<file path="src/source/lc3b_pkg.sv">
`default_nettype none

package lc3b_pkg;

    // ~~~~~~~~~~~~~~~~~~~~~~~~~~~~~~~~~~~~~~~~~~~~~~~~~~
    // Basic types
    // ~~~~~~~~~~~~~~~~~~~~~~~~~~~~~~~~~~~~~~~~~~~~~~~~~~

    typedef logic [15:0] lc3b_word;

    // Only the memory opcodes are named. Every other encoding is a
    // non-memory instruction that passes through the unit.
    typedef enum logic [3:0] {
        op_ldb  = 4'b0010,
        op_stb  = 4'b0011,
        op_ldr  = 4'b0110,
        op_str  = 4'b0111,
        op_ldi  = 4'b1010,
        op_sti  = 4'b1011,
        op_trap = 4'b1111
    } lc3b_opcode;

    typedef struct packed {
        lc3b_opcode  opcode;
        logic [2:0]  dr_sr;
        logic [2:0]  base_r;
        logic [5:0]  offset6;
    } lc3b_mem_fmt;

    typedef struct packed {
        lc3b_opcode  opcode;
        logic [3:0]  unused;
        logic [7:0]  trapvect8;
    } lc3b_trap_fmt;

    // One instruction word, read in the format its opcode calls for.
    typedef union packed {
        lc3b_mem_fmt  mem_fmt;
        lc3b_trap_fmt trap_fmt;
    } lc3b_instr;

    typedef struct packed {
        lc3b_opcode  opcode;
        logic [2:0]  dest_reg;
        logic        reg_write;
        logic        is_mem;
    } lc3b_control_word;

    typedef struct packed {
        logic n;
        logic z;
        logic p;
    } lc3b_cc;

    // ~~~~~~~~~~~~~~~~~~~~~~~~~~~~~~~~~~~~~~~~~~~~~~~~~~
    // Opcode classes
    // ~~~~~~~~~~~~~~~~~~~~~~~~~~~~~~~~~~~~~~~~~~~~~~~~~~

    function automatic logic is_load(input lc3b_opcode op);
        return (op == op_ldb) || (op == op_ldr) || (op == op_ldi);
    endfunction

    function automatic logic is_indirect(input lc3b_opcode op);
        return (op == op_ldi) || (op == op_sti);
    endfunction

    function automatic logic is_memory(input lc3b_opcode op);
        return is_load(op) || is_indirect(op) || (op == op_stb) ||
               (op == op_str) || (op == op_trap);
    endfunction

endpackage

`default_nettype wire

</file>
<file path="src/source/stage_if.sv">
`default_nettype none

// Contents of the execute register, seen by the memory stage and the
// result register.
interface stage_if;

    logic                         valid;
    lc3b_pkg::lc3b_control_word   ctrl;
    lc3b_pkg::lc3b_word           address;
    lc3b_pkg::lc3b_word           src_data;
    lc3b_pkg::lc3b_word           pc;

    modport exec (
        output valid,
        output ctrl,
        output address,
        output src_data,
        output pc
    );

    modport mem (
        input valid,
        input ctrl,
        input address,
        input src_data,
        input pc
    );

    modport result (
        input valid,
        input ctrl,
        input address,
        input src_data,
        input pc
    );

endinterface

`default_nettype wire

</file>
<file path="src/source/mem_decode.sv">
`default_nettype none

module mem_decode (
    input  wire lc3b_pkg::lc3b_instr         instr,
    output lc3b_pkg::lc3b_control_word       ctrl,
    output lc3b_pkg::lc3b_word               offset,
    output lc3b_pkg::lc3b_word               trap_addr
);

    lc3b_pkg::lc3b_opcode opcode;
    lc3b_pkg::lc3b_word   offset_sext;

    // The opcode sits in the same bits in both formats.
    assign opcode = instr.mem_fmt.opcode;

    assign offset_sext = {{10{instr.mem_fmt.offset6[5]}}, instr.mem_fmt.offset6};

    // Trap vectors index a table of words.
    assign trap_addr = {7'd0, instr.trap_fmt.trapvect8, 1'b0};

    // ~~~~~~~~~~~~~~~~~~~~~~~~~~~~~~~~~~~~~~~~~~~~~~~~~~
    // Offset scaling
    // ~~~~~~~~~~~~~~~~~~~~~~~~~~~~~~~~~~~~~~~~~~~~~~~~~~

    always_comb begin
        case (opcode)
            lc3b_pkg::op_ldb,
            lc3b_pkg::op_stb: begin
                offset = offset_sext;
            end
            lc3b_pkg::op_ldr,
            lc3b_pkg::op_str,
            lc3b_pkg::op_ldi,
            lc3b_pkg::op_sti: begin
                offset = {offset_sext[14:0], 1'b0};
            end
            default: begin
                offset = '0;
            end
        endcase
    end

    // ~~~~~~~~~~~~~~~~~~~~~~~~~~~~~~~~~~~~~~~~~~~~~~~~~~
    // Control word
    // ~~~~~~~~~~~~~~~~~~~~~~~~~~~~~~~~~~~~~~~~~~~~~~~~~~

    always_comb begin
        ctrl.opcode    = opcode;
        ctrl.is_mem    = lc3b_pkg::is_memory(opcode);
        ctrl.reg_write = lc3b_pkg::is_load(opcode) || (opcode == lc3b_pkg::op_trap);

        // TRAP links through R7.
        if (opcode == lc3b_pkg::op_trap) begin
            ctrl.dest_reg = 3'd7;
        end else if (lc3b_pkg::is_load(opcode)) begin
            ctrl.dest_reg = instr.mem_fmt.dr_sr;
        end else begin
            ctrl.dest_reg = 3'd0;
        end
    end

endmodule

`default_nettype wire

</file>
<file path="src/source/addr_execute.sv">
`default_nettype none

module addr_execute (
    input  wire                         clk,
    input  wire                         rst,
    input  wire                         flush,
    input  wire                         advance,
    input  wire                         ready,
    input  wire                         inst_valid,
    input  wire lc3b_pkg::lc3b_instr    instr,
    input  wire lc3b_pkg::lc3b_word     pc,
    input  wire lc3b_pkg::lc3b_word     base_data,
    input  wire lc3b_pkg::lc3b_word     src_data,
    output logic                        accept,
    stage_if.exec                       ex
);

    lc3b_pkg::lc3b_control_word ctrl;
    lc3b_pkg::lc3b_word         offset;
    lc3b_pkg::lc3b_word         trap_addr;
    lc3b_pkg::lc3b_word         address;
    logic                       load;
    logic                       retire;

    mem_decode u_decode (
        .instr     (instr),
        .ctrl      (ctrl),
        .offset    (offset),
        .trap_addr (trap_addr)
    );

    assign address = (ctrl.opcode == lc3b_pkg::op_trap) ? trap_addr : base_data + offset;

    // The register frees up when its instruction retires in this cycle.
    assign retire = ex.valid && ready && advance;
    assign accept = advance && !flush && (!ex.valid || ready);
    assign load   = inst_valid && accept;

    always_ff @(posedge clk) begin
        if (rst || flush) begin
            ex.valid <= 1'b0;
        end else if (load) begin
            ex.valid <= 1'b1;
        end else if (retire) begin
            ex.valid <= 1'b0;
        end
    end

    always_ff @(posedge clk) begin
        if (load) begin
            ex.ctrl     <= ctrl;
            ex.address  <= address;
            ex.src_data <= src_data;
            ex.pc       <= pc;
        end
    end

endmodule

`default_nettype wire

</file>
<file path="src/source/mem_control.sv">
`default_nettype none

module mem_control (
    input  wire                       clk,
    input  wire                       rst,
    input  wire                       flush,
    input  wire                       advance,
    input  wire lc3b_pkg::lc3b_word   mem_rdata,
    input  wire                       data_response,
    stage_if.mem                      ex,
    output lc3b_pkg::lc3b_word        mem_address,
    output lc3b_pkg::lc3b_word        mem_wdata,
    output logic [1:0]                mem_byte_enable,
    output logic                      data_request,
    output logic                      write_enable,
    output lc3b_pkg::lc3b_word        mem_output,
    output logic                      ready
);

    typedef enum logic {
        first_hit,
        second_hit
    } state_t;

    state_t               state;
    state_t               next_state;
    lc3b_pkg::lc3b_word   pointer;
    logic                 indirect;
    logic                 get_rdata;

    assign indirect = ex.valid && lc3b_pkg::is_indirect(ex.ctrl.opcode);

    // ~~~~~~~~~~~~~~~~~~~~~~~~~~~~~~~~~~~~~~~~~~~~~~~~~~
    // Request and byte lanes
    // ~~~~~~~~~~~~~~~~~~~~~~~~~~~~~~~~~~~~~~~~~~~~~~~~~~

    always_comb begin
        mem_address     = '0;
        mem_wdata       = '0;
        mem_byte_enable = 2'b11;
        data_request    = 1'b0;
        write_enable    = 1'b0;
        mem_output      = '0;
        ready           = 1'b1;
        get_rdata       = 1'b0;

        // Non-memory instructions and an empty stage complete at once.
        if (!flush && ex.valid && ex.ctrl.is_mem) begin
            data_request = 1'b1;
            ready        = data_response;

            if (state == first_hit) begin
                mem_address = ex.address;
                case (ex.ctrl.opcode)
                    lc3b_pkg::op_ldb: begin
                        if (ex.address[0]) begin
                            mem_output = {8'd0, mem_rdata[15:8]};
                        end else begin
                            mem_output = {8'd0, mem_rdata[7:0]};
                        end
                    end
                    lc3b_pkg::op_stb: begin
                        write_enable = 1'b1;
                        if (ex.address[0]) begin
                            mem_wdata       = {ex.src_data[7:0], 8'd0};
                            mem_byte_enable = 2'b10;
                        end else begin
                            mem_wdata       = {8'd0, ex.src_data[7:0]};
                            mem_byte_enable = 2'b01;
                        end
                    end
                    lc3b_pkg::op_str: begin
                        write_enable = 1'b1;
                        mem_wdata    = ex.src_data;
                    end
                    lc3b_pkg::op_ldi,
                    lc3b_pkg::op_sti: begin
                        // The first read only fetches the pointer.
                        ready     = 1'b0;
                        get_rdata = data_response;
                    end
                    default: begin
                        mem_output = mem_rdata;
                    end
                endcase
            end else begin
                mem_address = pointer;
                case (ex.ctrl.opcode)
                    lc3b_pkg::op_sti: begin
                        write_enable = 1'b1;
                        mem_wdata    = ex.src_data;
                    end
                    default: begin
                        mem_output = mem_rdata;
                    end
                endcase
            end
        end
    end

    // ~~~~~~~~~~~~~~~~~~~~~~~~~~~~~~~~~~~~~~~~~~~~~~~~~~
    // State and pointer
    // ~~~~~~~~~~~~~~~~~~~~~~~~~~~~~~~~~~~~~~~~~~~~~~~~~~

    always_comb begin
        next_state = state;
        if (flush) begin
            next_state = first_hit;
        end else begin
            case (state)
                first_hit: begin
                    if (indirect && data_response) begin
                        next_state = second_hit;
                    end
                end
                second_hit: begin
                    // The indirect access is repeated until it lands with advance.
                    if (data_response && advance) begin
                        next_state = first_hit;
                    end
                end
                default: begin
                    next_state = first_hit;
                end
            endcase
        end
    end

    always_ff @(posedge clk) begin
        if (rst) begin
            state <= first_hit;
        end else begin
            state <= next_state;
        end
    end

    always_ff @(posedge clk) begin
        if (get_rdata) begin
            pointer <= mem_rdata;
        end
    end

endmodule

`default_nettype wire

</file>
<file path="src/source/mem_result.sv">
`default_nettype none

module mem_result (
    input  wire                       clk,
    input  wire                       rst,
    input  wire                       flush,
    input  wire                       advance,
    input  wire                       ready,
    input  wire lc3b_pkg::lc3b_word   mem_output,
    stage_if.result                   ex,
    output logic                      wb_valid,
    output logic [2:0]                wb_reg,
    output lc3b_pkg::lc3b_word        wb_data,
    output lc3b_pkg::lc3b_cc          wb_cc,
    output logic                      jump_valid,
    output lc3b_pkg::lc3b_word        jump_pc
);

    logic              retire;
    logic              is_trap;
    lc3b_pkg::lc3b_cc  cc;

    assign retire  = ex.valid && ready && advance && !flush;
    assign is_trap = (ex.ctrl.opcode == lc3b_pkg::op_trap);

    assign cc.n = mem_output[15];
    assign cc.z = (mem_output == '0);
    assign cc.p = !mem_output[15] && (mem_output != '0);

    always_ff @(posedge clk) begin
        if (rst || flush) begin
            wb_valid   <= 1'b0;
            jump_valid <= 1'b0;
        end else begin
            wb_valid   <= retire && ex.ctrl.reg_write;
            jump_valid <= retire && is_trap;
        end
    end

    // Payloads only change on retirement, so they keep their value under hold.
    always_ff @(posedge clk) begin
        if (retire && ex.ctrl.reg_write) begin
            wb_reg <= ex.ctrl.dest_reg;
            if (is_trap) begin
                wb_data <= ex.pc;
                wb_cc   <= '0;
            end else begin
                wb_data <= mem_output;
                wb_cc   <= cc;
            end
        end
        if (retire && is_trap) begin
            jump_pc <= mem_output;
        end
    end

endmodule

`default_nettype wire

</file>
<file path="src/source/mem_unit_top.sv">
`default_nettype none

module mem_unit_top (
    input  wire                       clk,
    input  wire                       rst,
    input  wire                       flush,
    input  wire                       hold,
    input  wire                       inst_valid,
    input  wire lc3b_pkg::lc3b_word   instr,
    input  wire lc3b_pkg::lc3b_word   pc,
    input  wire lc3b_pkg::lc3b_word   base_data,
    input  wire lc3b_pkg::lc3b_word   src_data,
    input  wire lc3b_pkg::lc3b_word   mem_rdata,
    input  wire                       data_response,
    output logic                      accept,
    output lc3b_pkg::lc3b_word        mem_address,
    output lc3b_pkg::lc3b_word        mem_wdata,
    output logic [1:0]                mem_byte_enable,
    output logic                      data_request,
    output logic                      write_enable,
    output logic                      wb_valid,
    output logic [2:0]                wb_reg,
    output lc3b_pkg::lc3b_word        wb_data,
    output lc3b_pkg::lc3b_cc          wb_cc,
    output logic                      jump_valid,
    output lc3b_pkg::lc3b_word        jump_pc
);

    logic                 advance;
    logic                 ready;
    lc3b_pkg::lc3b_word   mem_output;

    stage_if ex_if ();

    assign advance = !hold;

    addr_execute u_execute (
        .clk (clk), .rst (rst), .flush (flush), .advance (advance), .ready (ready),
        .inst_valid (inst_valid), .instr (lc3b_pkg::lc3b_instr'(instr)), .pc (pc),
        .base_data (base_data), .src_data (src_data), .accept (accept), .ex (ex_if.exec)
    );

    mem_control u_control (
        .clk (clk), .rst (rst), .flush (flush), .advance (advance),
        .mem_rdata (mem_rdata), .data_response (data_response), .ex (ex_if.mem),
        .mem_address (mem_address), .mem_wdata (mem_wdata),
        .mem_byte_enable (mem_byte_enable), .data_request (data_request),
        .write_enable (write_enable), .mem_output (mem_output), .ready (ready)
    );

    mem_result u_result (
        .clk (clk), .rst (rst), .flush (flush), .advance (advance), .ready (ready),
        .mem_output (mem_output), .ex (ex_if.result), .wb_valid (wb_valid),
        .wb_reg (wb_reg), .wb_data (wb_data), .wb_cc (wb_cc),
        .jump_valid (jump_valid), .jump_pc (jump_pc)
    );

endmodule

`default_nettype wire

</file>
<file path="config.mk">
export PLATFORM = sky130hd
export DESIGN_NAME = mem_unit_top
export DESIGN_NICKNAME = d
export VERILOG_FILES = /design/src/source/lc3b_pkg.sv /design/src/source/stage_if.sv /design/src/source/mem_decode.sv /design/src/source/addr_execute.sv /design/src/source/mem_control.sv /design/src/source/mem_result.sv /design/src/source/mem_unit_top.sv
export SDC_FILE = /design/constraint.sdc
export NUM_CORES = 1
export LEC_CHECK = 0
export ABC_CLOCK_PERIOD_IN_PS = 9290
export CAP_MARGIN = 0
export CORE_MARGIN = 4
export CORE_UTILIZATION = 28
export DETAILED_ROUTE_END_ITERATION = 7
export DONT_BUFFER_PORTS = 1
export HOLD_SLACK_MARGIN = 0.05
export PLACE_DENSITY = 0.43
export SETUP_SLACK_MARGIN = 0.2
export SYNTH_ARGS = -nofsm -noshare
export SYNTH_HDL_FRONTEND = slang
export SYNTH_SLANG_ARGS = --single-unit
</file>
<file path="constraint.sdc">
create_clock -name clk -period 9.29 [get_ports clk]
set_input_delay 2.3225 -clock clk [delete_from_list [all_inputs] [get_ports clk]]
set_output_delay 2.3225 -clock clk [all_outputs]
set_load 0.02 [all_outputs]
</file>
==> results of run 1 <==
==> per-layer routing <==
metal	up-vias	wire length [um]
met5	-	0
met1	1720	6840
met4	0	193
met2	139	6790
li1	1657	-
met3	11	953
==> power by group through the flow <==
stage | combinational (mW) | sequential [mW] | clock [mW]
floorplan | 0.0538 | 0.591 | 0
global placement | 0.0612 | 0.593 | 0
detailed placement | 0.0618 | 0.593 | 0
CTS | 0.0621 | 0.582 | 0.658
global route | 0.0690 | 0.583 | 0.681
finish | 0.0610 | 0.582 | 0.639
==> cell type report <==
type                       count  area, um2
fill                        1930      13100
sequential                   115       3410
multi-input combinational    296       2020
clock buffer                  22        444
tap                          265        332
clock inverter                10        134
timing repair buffer           5       37.5
inverter                       8       30.0
==> how the worst min path moves through the flow <==
stage	depth (start not counted)	startpoint	slack [ps]	to
2_1_floorplan	0	u_execute.ex.ctrl[2]	400	u_result.wb_reg[0]
3_3_place_gp	0	u_execute.ex.ctrl[3]	410	u_result.wb_reg[1]
3_5_place_dp	0	u_execute.ex.ctrl[2]	410	u_result.wb_reg[0]
4_1_cts	0	u_execute.ex.ctrl[2]	420	u_result.wb_reg[0]
5_1_grt	0	u_execute.ex.ctrl[2]	420	u_result.wb_reg[0]
6_report	0	u_execute.ex.ctrl[2]	420	u_result.wb_reg[0]
==> synthesized netlist by cell type, types with 10 or more instances <==
master	n
clkbuf_1	12
a22o_1	11
and2_1	22
mux2i_1	19
edfxtp_1	111
a22oi_1	10
o21ai_0	11
nor2_1	45
mux2_2	16
a21oi_1	12
xnor2_1	11
nand2_1	46
==> cell families after synthesis <==
| group | share of synthesized area |
|---|---|
| and+or+nand+nor | 0.156 |
| DFF | 0.614 |
| AOI/OAI and AO/OA | 0.101 |
| muxes | 0.0666 |
| buffers and inverters | 0.0234 |
| xor gates and xnor gates | 0.0218 |
| adders and majority gates | 0.0171 |
==> critical path: stages <==
cell	delay [ps]
nand3b_4	300
inv_1	320
nand2_1	180
or4_1	640
==> metrics by stage <==
stage          total power [mW]  std cells
2_1_floorplan             0.645        439
3_5_place_dp              0.655        689
5_1_grt                    1.33        721
6_report                   1.28        721
4_1_cts                    1.30        721
3_3_place_gp              0.654        689
==> flow_summary.toml, run 1 <==
[status]
status = "finished, final reports clean"

[sta]
hold_ws_ps = 421
slew_headroom = 0.321
timing.final.ws_setup_ps = 3200
rsz0062_at_grt = "no"
fin_crit_sh = 0.655
tightest_slew_ps = 1020
min_period_ps = 6090
final_max_slew_viol_count = 0
hold_viol_final = 0
setup_violations = 0
setup_tns_ps = 0
max_clock_freq_mhz = 164
skew_ps = 6.67

[synth]
synth.area.top_cells = "edfxtp_1 60%, mux2i_1 3.4%, mux2_2 3.2%"
syn_avg_cell_area_um2 = 12.7
synthArstFlopShare = 0
netlist.area_leader.share = 0.600
synth_edf_count = 111
synth_cell_types = 63
syn_nets = 532
synth_top_area_cell = "edfxtp_1"
syn_inst = 439
ys.flop_type = "edfxtp_1"
yosysWarnings = 0
netlist_area_um2 = 5560
synth-seq-area-share = 0.614
synth-seq-cells = 115

[placed_design]
port_buffers = 0
post_dp_cell_area_um2 = 5830
post-place-ws_ps = 3170
routabilityCongestion = 0.831
place_hpwl_mm = 10.8

[setup_path]
cp-start-kind = "input port"
timing.rr.end = "u_execute.ex.src_data[8]"
crit_fanout = 22
cp-end-kind = "output pin"
cp_data_required_time_ps = 6970
endpoint = "mem_byte_enable[1]"
timing.rr.start = "u_control.state"
critPathKind = "in -> out"
reg2reg_setup_slack_ps = 6180
rr_worst_depth = 7
startpoint = "flush"
cp.arrival_ps = 3770

[power_and_ir_drop]
power_switching_mw = 0.259
p_leak_nw = 2.24
p_clk_frac = 0.498
powerDensity_nw_per_um2 = 200
netSwitchingFraction = 0.202
internal_power_mw = 1.02
power_frac_comb = 0.048
peakVddDrop_mv = 0.0850
p_seq_frac = 0.454

[clock_tree]
root_buffer = "clkbuf_16"
tritoncts = "yes"
cts.sinks = 115
clk_latency_ps = 410
holdBufCountCts = 0
numCtsBuffers = 17
path_clk_slew_ps = 50
ctsResizeCount = 0
htreeDepth = 4
postCtsSetupRepairBufs = 0
clockBufferDepth = 2

[grt]
busiest_layer = "met2"
grt_max_degree = 42
first_global_vias = 3593
antenna_found_initial = 0
met1_usage = 0.173
grt_usage = 0.132
grt_pass1_wl_mm = 22.0
grt_use_met2 = 0.203
grt_overflow = 0
grt_use_met3 = 0.0462

[route]
drc = 0
detail-route-antenna-nets = 0
routed_wl_mm = 14.8
drt_iter0_markers = 193
wl_per_cell_um = 20.5
first_pass_iters = 4
vias = 3527
viasPerCell = 4.89

[floorplanning]
placementRows = 51
start_util = 0.286
io_pins = 163
fp.dieArea_um2 = 22200
die_w_um = 149
core_um2 = 19500
die_h_um = 149

[finish]
utilization = 0.329
area_growth_syn_to_layout_pct = 15.3
diodes = 0
final_common_cell = "edfxtp_1"
stdcell_area_um2 = 6410
nNetsFinal = 536
layout_common_cells = "111 x edfxtp_1, 46 x nand2_1, 45 x nor2_1"
drive_above_1_share = 0.143

[hold_path]
hold_class = "reg -> reg"

[flow_run]
cap_violations = 0
Note: power is estimated with default switching activity, not from simulation.
==> inputs of run 2 (changes only) <==
ABC_AREA = 1   (was not set)
ABC_CLOCK_PERIOD_IN_PS = 5600   (was 9290)
PLACE_DENSITY = 0.45   (was 0.43)
clock period = 5.6 ns   (was 9.29 ns; I/O delays follow)
==> run 2 against run 1 <==
  * Setup slack lost 2200 ps
  * Design area grew 6.2%
  * Total power grew 65%
  * Critical endpoint is now mem_wdata[15]
  * Final cell count grew 31%
  * Register-to-register slack lost 3600 ps
  * Critical path type unchanged
  * First-iteration DRC count up 38%
  * Largest power group unchanged
==> flow_summary.toml, run 2 <==
[status]
status = "finished, final reports clean"

[flow_run]
cap_violations = 0

[synth]
synth-seq-cells = 115
synthTopCellsByCount = "201 x nand2_1, 111 x edfxtp_1, 75 x inv_1"
synth-seq-area-share = 0.577
synth.area.top_cells = "edfxtp_1 56%, nand2_1 13%, inv_1 4.8%"
syn_nets = 739
syn_inst = 646
synth_edf_count = 111
netlist.area_leader.share = 0.563
syn_avg_cell_area_um2 = 9.16
synthArstFlopShare = 0
synth_top_area_cell = "edfxtp_1"
netlist_area_um2 = 5920
yosysWarnings = 0
synth_most_common_cell = "nand2_1"
synth_cell_types = 40
ys.flop_type = "edfxtp_1"

[grt]
grt_usage = 0.138
grt_max_degree = 27
first_global_vias = 4430
antenna_found_initial = 0
grt_overflow = 0
grt_pass1_wl_mm = 25.2

[floorplanning]
start_util = 0.289
die_w_um = 153
die_h_um = 153
fp.dieArea_um2 = 23500
placementRows = 52
core_um2 = 20500
io_pins = 163

[placed_design]
place_hpwl_mm = 12.8
dp_cells = 911
port_buffers = 0
routabilityCongestion = 0.826

[power_and_ir_drop]
power_mw = 2.12
p_leak_nw = 2.87
powerDensity_nw_per_um2 = 312
peakVddDrop_mv = 0.191

[sta]
min_period_ps = 4550
slew_headroom = 0.413
fin_crit_sh = 0.812
skew_ps = 7.12
rsz0062_at_grt = "no"
hold_ws_ps = 429
tightest_slew_ps = 879
final_max_slew_viol_count = 0
max_clock_freq_mhz = 220
setup_tns_ps = 0
hold_viol_final = 0
setup_violations = 0

[setup_path]
crit_family = "simple AND/OR/NAND/NOR gates"
critical_path.max_stage_delay_ps = 570
cp-start-kind = "input port"
worstPathCellList = "inv_1 > nand3_2 > inv_1 > nand2_1 > o22ai_1"
crit_fanout = 18
cp-end-kind = "output pin"
cp_common_cell = "inv_1"
crit_path_top_delay_cell = "o22ai_1"
crit_buf_inv = 2
cp_data_required_time_ps = 4200
critPathKind = "in -> out"
cp.arrival_ps = 3150

[clock_tree]
clockBufferDepth = 2
htreeDepth = 4
cts.sinks = 115
path_clk_slew_ps = 50
holdBufCountCts = 0
ctsResizeCount = 0
tritoncts = "yes"
postCtsSetupRepairBufs = 0
root_buffer = "clkbuf_16"
clk_latency_ps = 410
numCtsBuffers = 17

[route]
wl_per_cell_um = 17.7
vias = 4474
routed_wl_mm = 16.7
detail-route-antenna-nets = 0
viasPerCell = 4.75
first_pass_iters = 5
drc = 0
drt_iter0_markers = 267

[finish]
num-fill-cells = 2108
drive_above_1_share = 0.101
final_common_cell = "nand2_1"
layout_common_cells = "201 x nand2_1, 111 x edfxtp_1, 74 x inv_1"
finalNonFillerCells = 942
area_growth_syn_to_layout_pct = 15.0
nNetsFinal = 753
diodes = 0

[hold_path]
hold_class = "reg -> reg"
run 2: cell count changes in the layout (fill, tap and decap cells not counted), moves of 8 or more:
| cell | previous run | this run |
|---|---|---|
| o21ai_0 | 11 | 20 |
| buf_4 | 5 | 15 |
| a22oi_1 | 10 | 0 |
| mux2_2 | 16 | 0 |
| nand3_1 | 6 | 28 |
| a21oi_1 | 12 | 22 |
| nor2_1 | 45 | 58 |
| xnor2_1 | 11 | 0 |
| mux2i_1 | 19 | 0 |
| and2_1 | 21 | 0 |
| a31oi_1 | 1 | 9 |
| nand2_1 | 46 | 201 |
| inv_1 | 8 | 74 |
| a22o_1 | 11 | 0 |
run 2: path summary, 6_finish.rpt:
path / start / to / slack [ps] / depth (start not counted)
max: flush / mem_wdata[15] / 1050 / 5
min: u_execute.ex.ctrl[3] / u_result.wb_reg[1] / 430 / 0
max reg2reg: u_control.state / u_execute.ex.ctrl[0] / 2570 / 6
min reg2reg: u_execute.ex.ctrl[3] / u_result.wb_reg[1] / 430 / 0
run 2: cell families after synthesis:
logic type	synth area share
simple gates	0.246
fa+ha+maj	0.0161
compound gates	0.0814
flops	0.577
buf+inv	0.0710
xor+xnor	0.00888
run 2: worst register-to-register path, stage by stage, from the launching register on:
cell and delay [ps]:
dfxtp_1 890, o21ai_0 210, a21o_1 200, nor2_1 440
nand2_1 160, inv_2 390, buf_4 400
run 2: per-layer routing:
layer	wire, um	part of all wire	GRT usage
met1	7090	0.43	0.169
met3	1220	0.073	0.0475
met2	8030	0.48	0.227
met5	0	0	0
met4	347	0.021	0.0479
run 2: area by class of cell:
cell class / count / area [um2] / share of cell area
Clock inverter: 13 / 119 / 0.0175
Clock buffer: 18 / 429 / 0.0631
Inverter: 80 / 300 / 0.0441
Sequential cell: 115 / 3410 / 0.502
Tap cell: 270 / 338 / 0.0496
Timing Repair Buffer: 15 / 113 / 0.0165
Multi-Input combinational cell: 431 / 2090 / 0.308
run 2: through the flow:
stage | cell area [um2] | util | setup WS [ps]
6_report | 6810 | 0.332 | 1050
5_1_grt | 6810 | 0.332 | 920
4_1_cts | 6810 | 0.332 | 1060
3_5_place_dp | 6260 | 0.305 | 1060
3_3_place_gp | 6260 | 0.305 | 1080
2_1_floorplan | 5920 | - | 1540
run 2: power breakdown:
part           switching, mW  internal (mW)
logic                 0.0948         0.0444
clock network          0.363          0.640
registers            0.00936          0.970
total                  0.467           1.65
==> inputs of run 3 (changes only) <==
ABC_CLOCK_PERIOD_IN_PS = 4400   (was 5600)
PLACE_DENSITY = 0.43   (was 0.45)
clock period = 4.4 ns   (was 5.6 ns; I/O delays follow)
==> run 3 against run 2 <==
  * Die area unchanged
  * Design area increased by 1.5%
  * Register-to-register slack got worse by 690 ps
  * Clock skew increased by 3.8 ps
  * Critical path type is now reg -> out
  * Largest cell class unchanged
  * Highest routed layer unchanged
==> flow_summary.toml, run 3 (synthesized netlist as in run 2, its figures left out) <==
[floorplanning]
io_pins = 163
core_um2 = 20500
fp.dieArea_um2 = 23500
placementRows = 52
start_util = 0.289
die_w_um = 153
die_h_um = 153

[setup_path]
worstPathCellList = "nand2_2 > nor2_1 > a21oi_1 > clkinv_1 > a21oi_1 > nor3b_1 > buf_4"
critical_path.max_stage_delay_ps = 660
cp_common_cell = "a21oi_1"
cp-start-kind = "register"
crit_path_top_delay_cell = "a21oi_1"
cp-end-kind = "output pin"
crit_fanout = 9
cp.arrival_ps = 2510
rr_worst_depth = 7
cp.depth = 7
crit_family = "compound AO/OA/AOI/OAI gates"
crit_buf_inv = 2
cp_data_required_time_ps = 3300
critPathKind = "reg -> out"

[finish]
layout_common_cells = "201 x nand2_1, 111 x edfxtp_1, 74 x inv_1"
finalNonFillerCells = 954
final_common_cell = "nand2_1"
drive_above_1_share = 0.115
area_growth_syn_to_layout_pct = 16.7
diodes = 0
num-fill-cells = 2149
nNetsFinal = 764

[sta]
skew_ps = 11.0
setup_tns_ps = 0
final_max_slew_viol_count = 0
min_period_ps = 3610
tightest_slew_ps = 739
setup_violations = 0
slew_headroom = 0.508
rsz0062_at_grt = "no"
hold_viol_final = 0
max_clock_freq_mhz = 277
fin_crit_sh = 0.821

[grt]
grt_usage = 0.141
antenna_found_initial = 0
grt_max_degree = 29
first_global_vias = 4434
grt_pass1_wl_mm = 25.5
grt_overflow = 0

[route]
first_pass_iters = 4
drt_iter0_markers = 219
routed_wl_mm = 16.8
viasPerCell = 4.72
drc = 0
detail-route-antenna-nets = 0
vias = 4501
wl_per_cell_um = 17.6

[placed_design]
routabilityCongestion = 0.858
dp_cells = 922
place_hpwl_mm = 13.0
port_buffers = 0

[clock_tree]
clockBufferDepth = 2
htreeDepth = 4
ctsResizeCount = 0
postCtsSetupRepairBufs = 0
root_buffer = "clkbuf_16"
numCtsBuffers = 17
path_clk_slew_ps = 50
clk_latency_ps = 410
holdBufCountCts = 0
cts.sinks = 115
tritoncts = "yes"

[hold_path]
whs_path_depth = 0
hold_class = "reg -> reg"

[power_and_ir_drop]
power_mw = 2.70
p_leak_nw = 2.95
powerDensity_nw_per_um2 = 392
peakVddDrop_mv = 0.255

[flow_run]
cap_violations = 0

[status]
status = "finished, final reports clean"
## run 3: cell count changes in the layout (fill, tap and decap cells not counted), sizes merged
cell / before / now
bufinv: 2 / 1
clkinv: 9 / 6
buf: 15 / 26
clkinvlp: 3 / 0
clkbuf: 18 / 26
## run 3: path summary, 6_finish.rpt
| kind | from | endpoint | slack [ps] |
|---|---|---|---|
| worst min register to register | u_execute.ex.ctrl[3] | u_result.wb_reg[1] | 420 |
| worst min-delay path | u_execute.ex.ctrl[3] | u_result.wb_reg[1] | 420 |
| worst max-delay path | u_execute.ex.ctrl[6] | mem_wdata[5] | 790 |
| worst max register to register | u_execute.ex.ctrl[6] | u_execute.ex.src_data[13] | 1880 |
## run 3: through the flow
step	setup WS (ps)	hold WS, ps	util	area [um2]
5_1_grt	569	437	0.337	6910
3_5_place_dp	842	411	0.310	6350
2_1_floorplan	822	400	-	5920
6_report	788	421	0.337	6910
3_3_place_gp	899	410	0.310	6350
4_1_cts	747	424	0.337	6910
## run 3: cell type report
| cell class | count | area [um2] | share of cell area |
|---|---|---|---|
| clock buffers | 26 | 499 | 0.0723 |
| clock inverters | 6 | 55.1 | 0.00797 |
| inverters | 80 | 300 | 0.0435 |
| multi-input cells | 431 | 2090 | 0.303 |
| flip-flops and latches | 115 | 3410 | 0.494 |
| well taps | 270 | 338 | 0.0489 |
| repair buffers | 26 | 208 | 0.0301 |
## run 3: where the power goes
part	switching (mW)	total [mW]	leakage [nW]	internal [mW]
combinational	0.119	0.177	1.61	0.0576
sequential	0.0114	1.25	1.06	1.24
clock	0.452	1.28	0.278	0.830
## run 3: worst reg2reg max path, stage by stage (launching register included)
cell and delay [ps]:
edfxtp_1 470, nand3_1 200, o21ai_0 100, a21o_1 170, nor2_1 440, nand2_1 170
inv_2 290, buf_4 350
## run 3: routing by layer
layer,global-route usage,part of all wire
met1,0.172,0.42
met2,0.236,0.49
met3,0.0401,0.062
met4,0.0568,0.021
met5,0,0
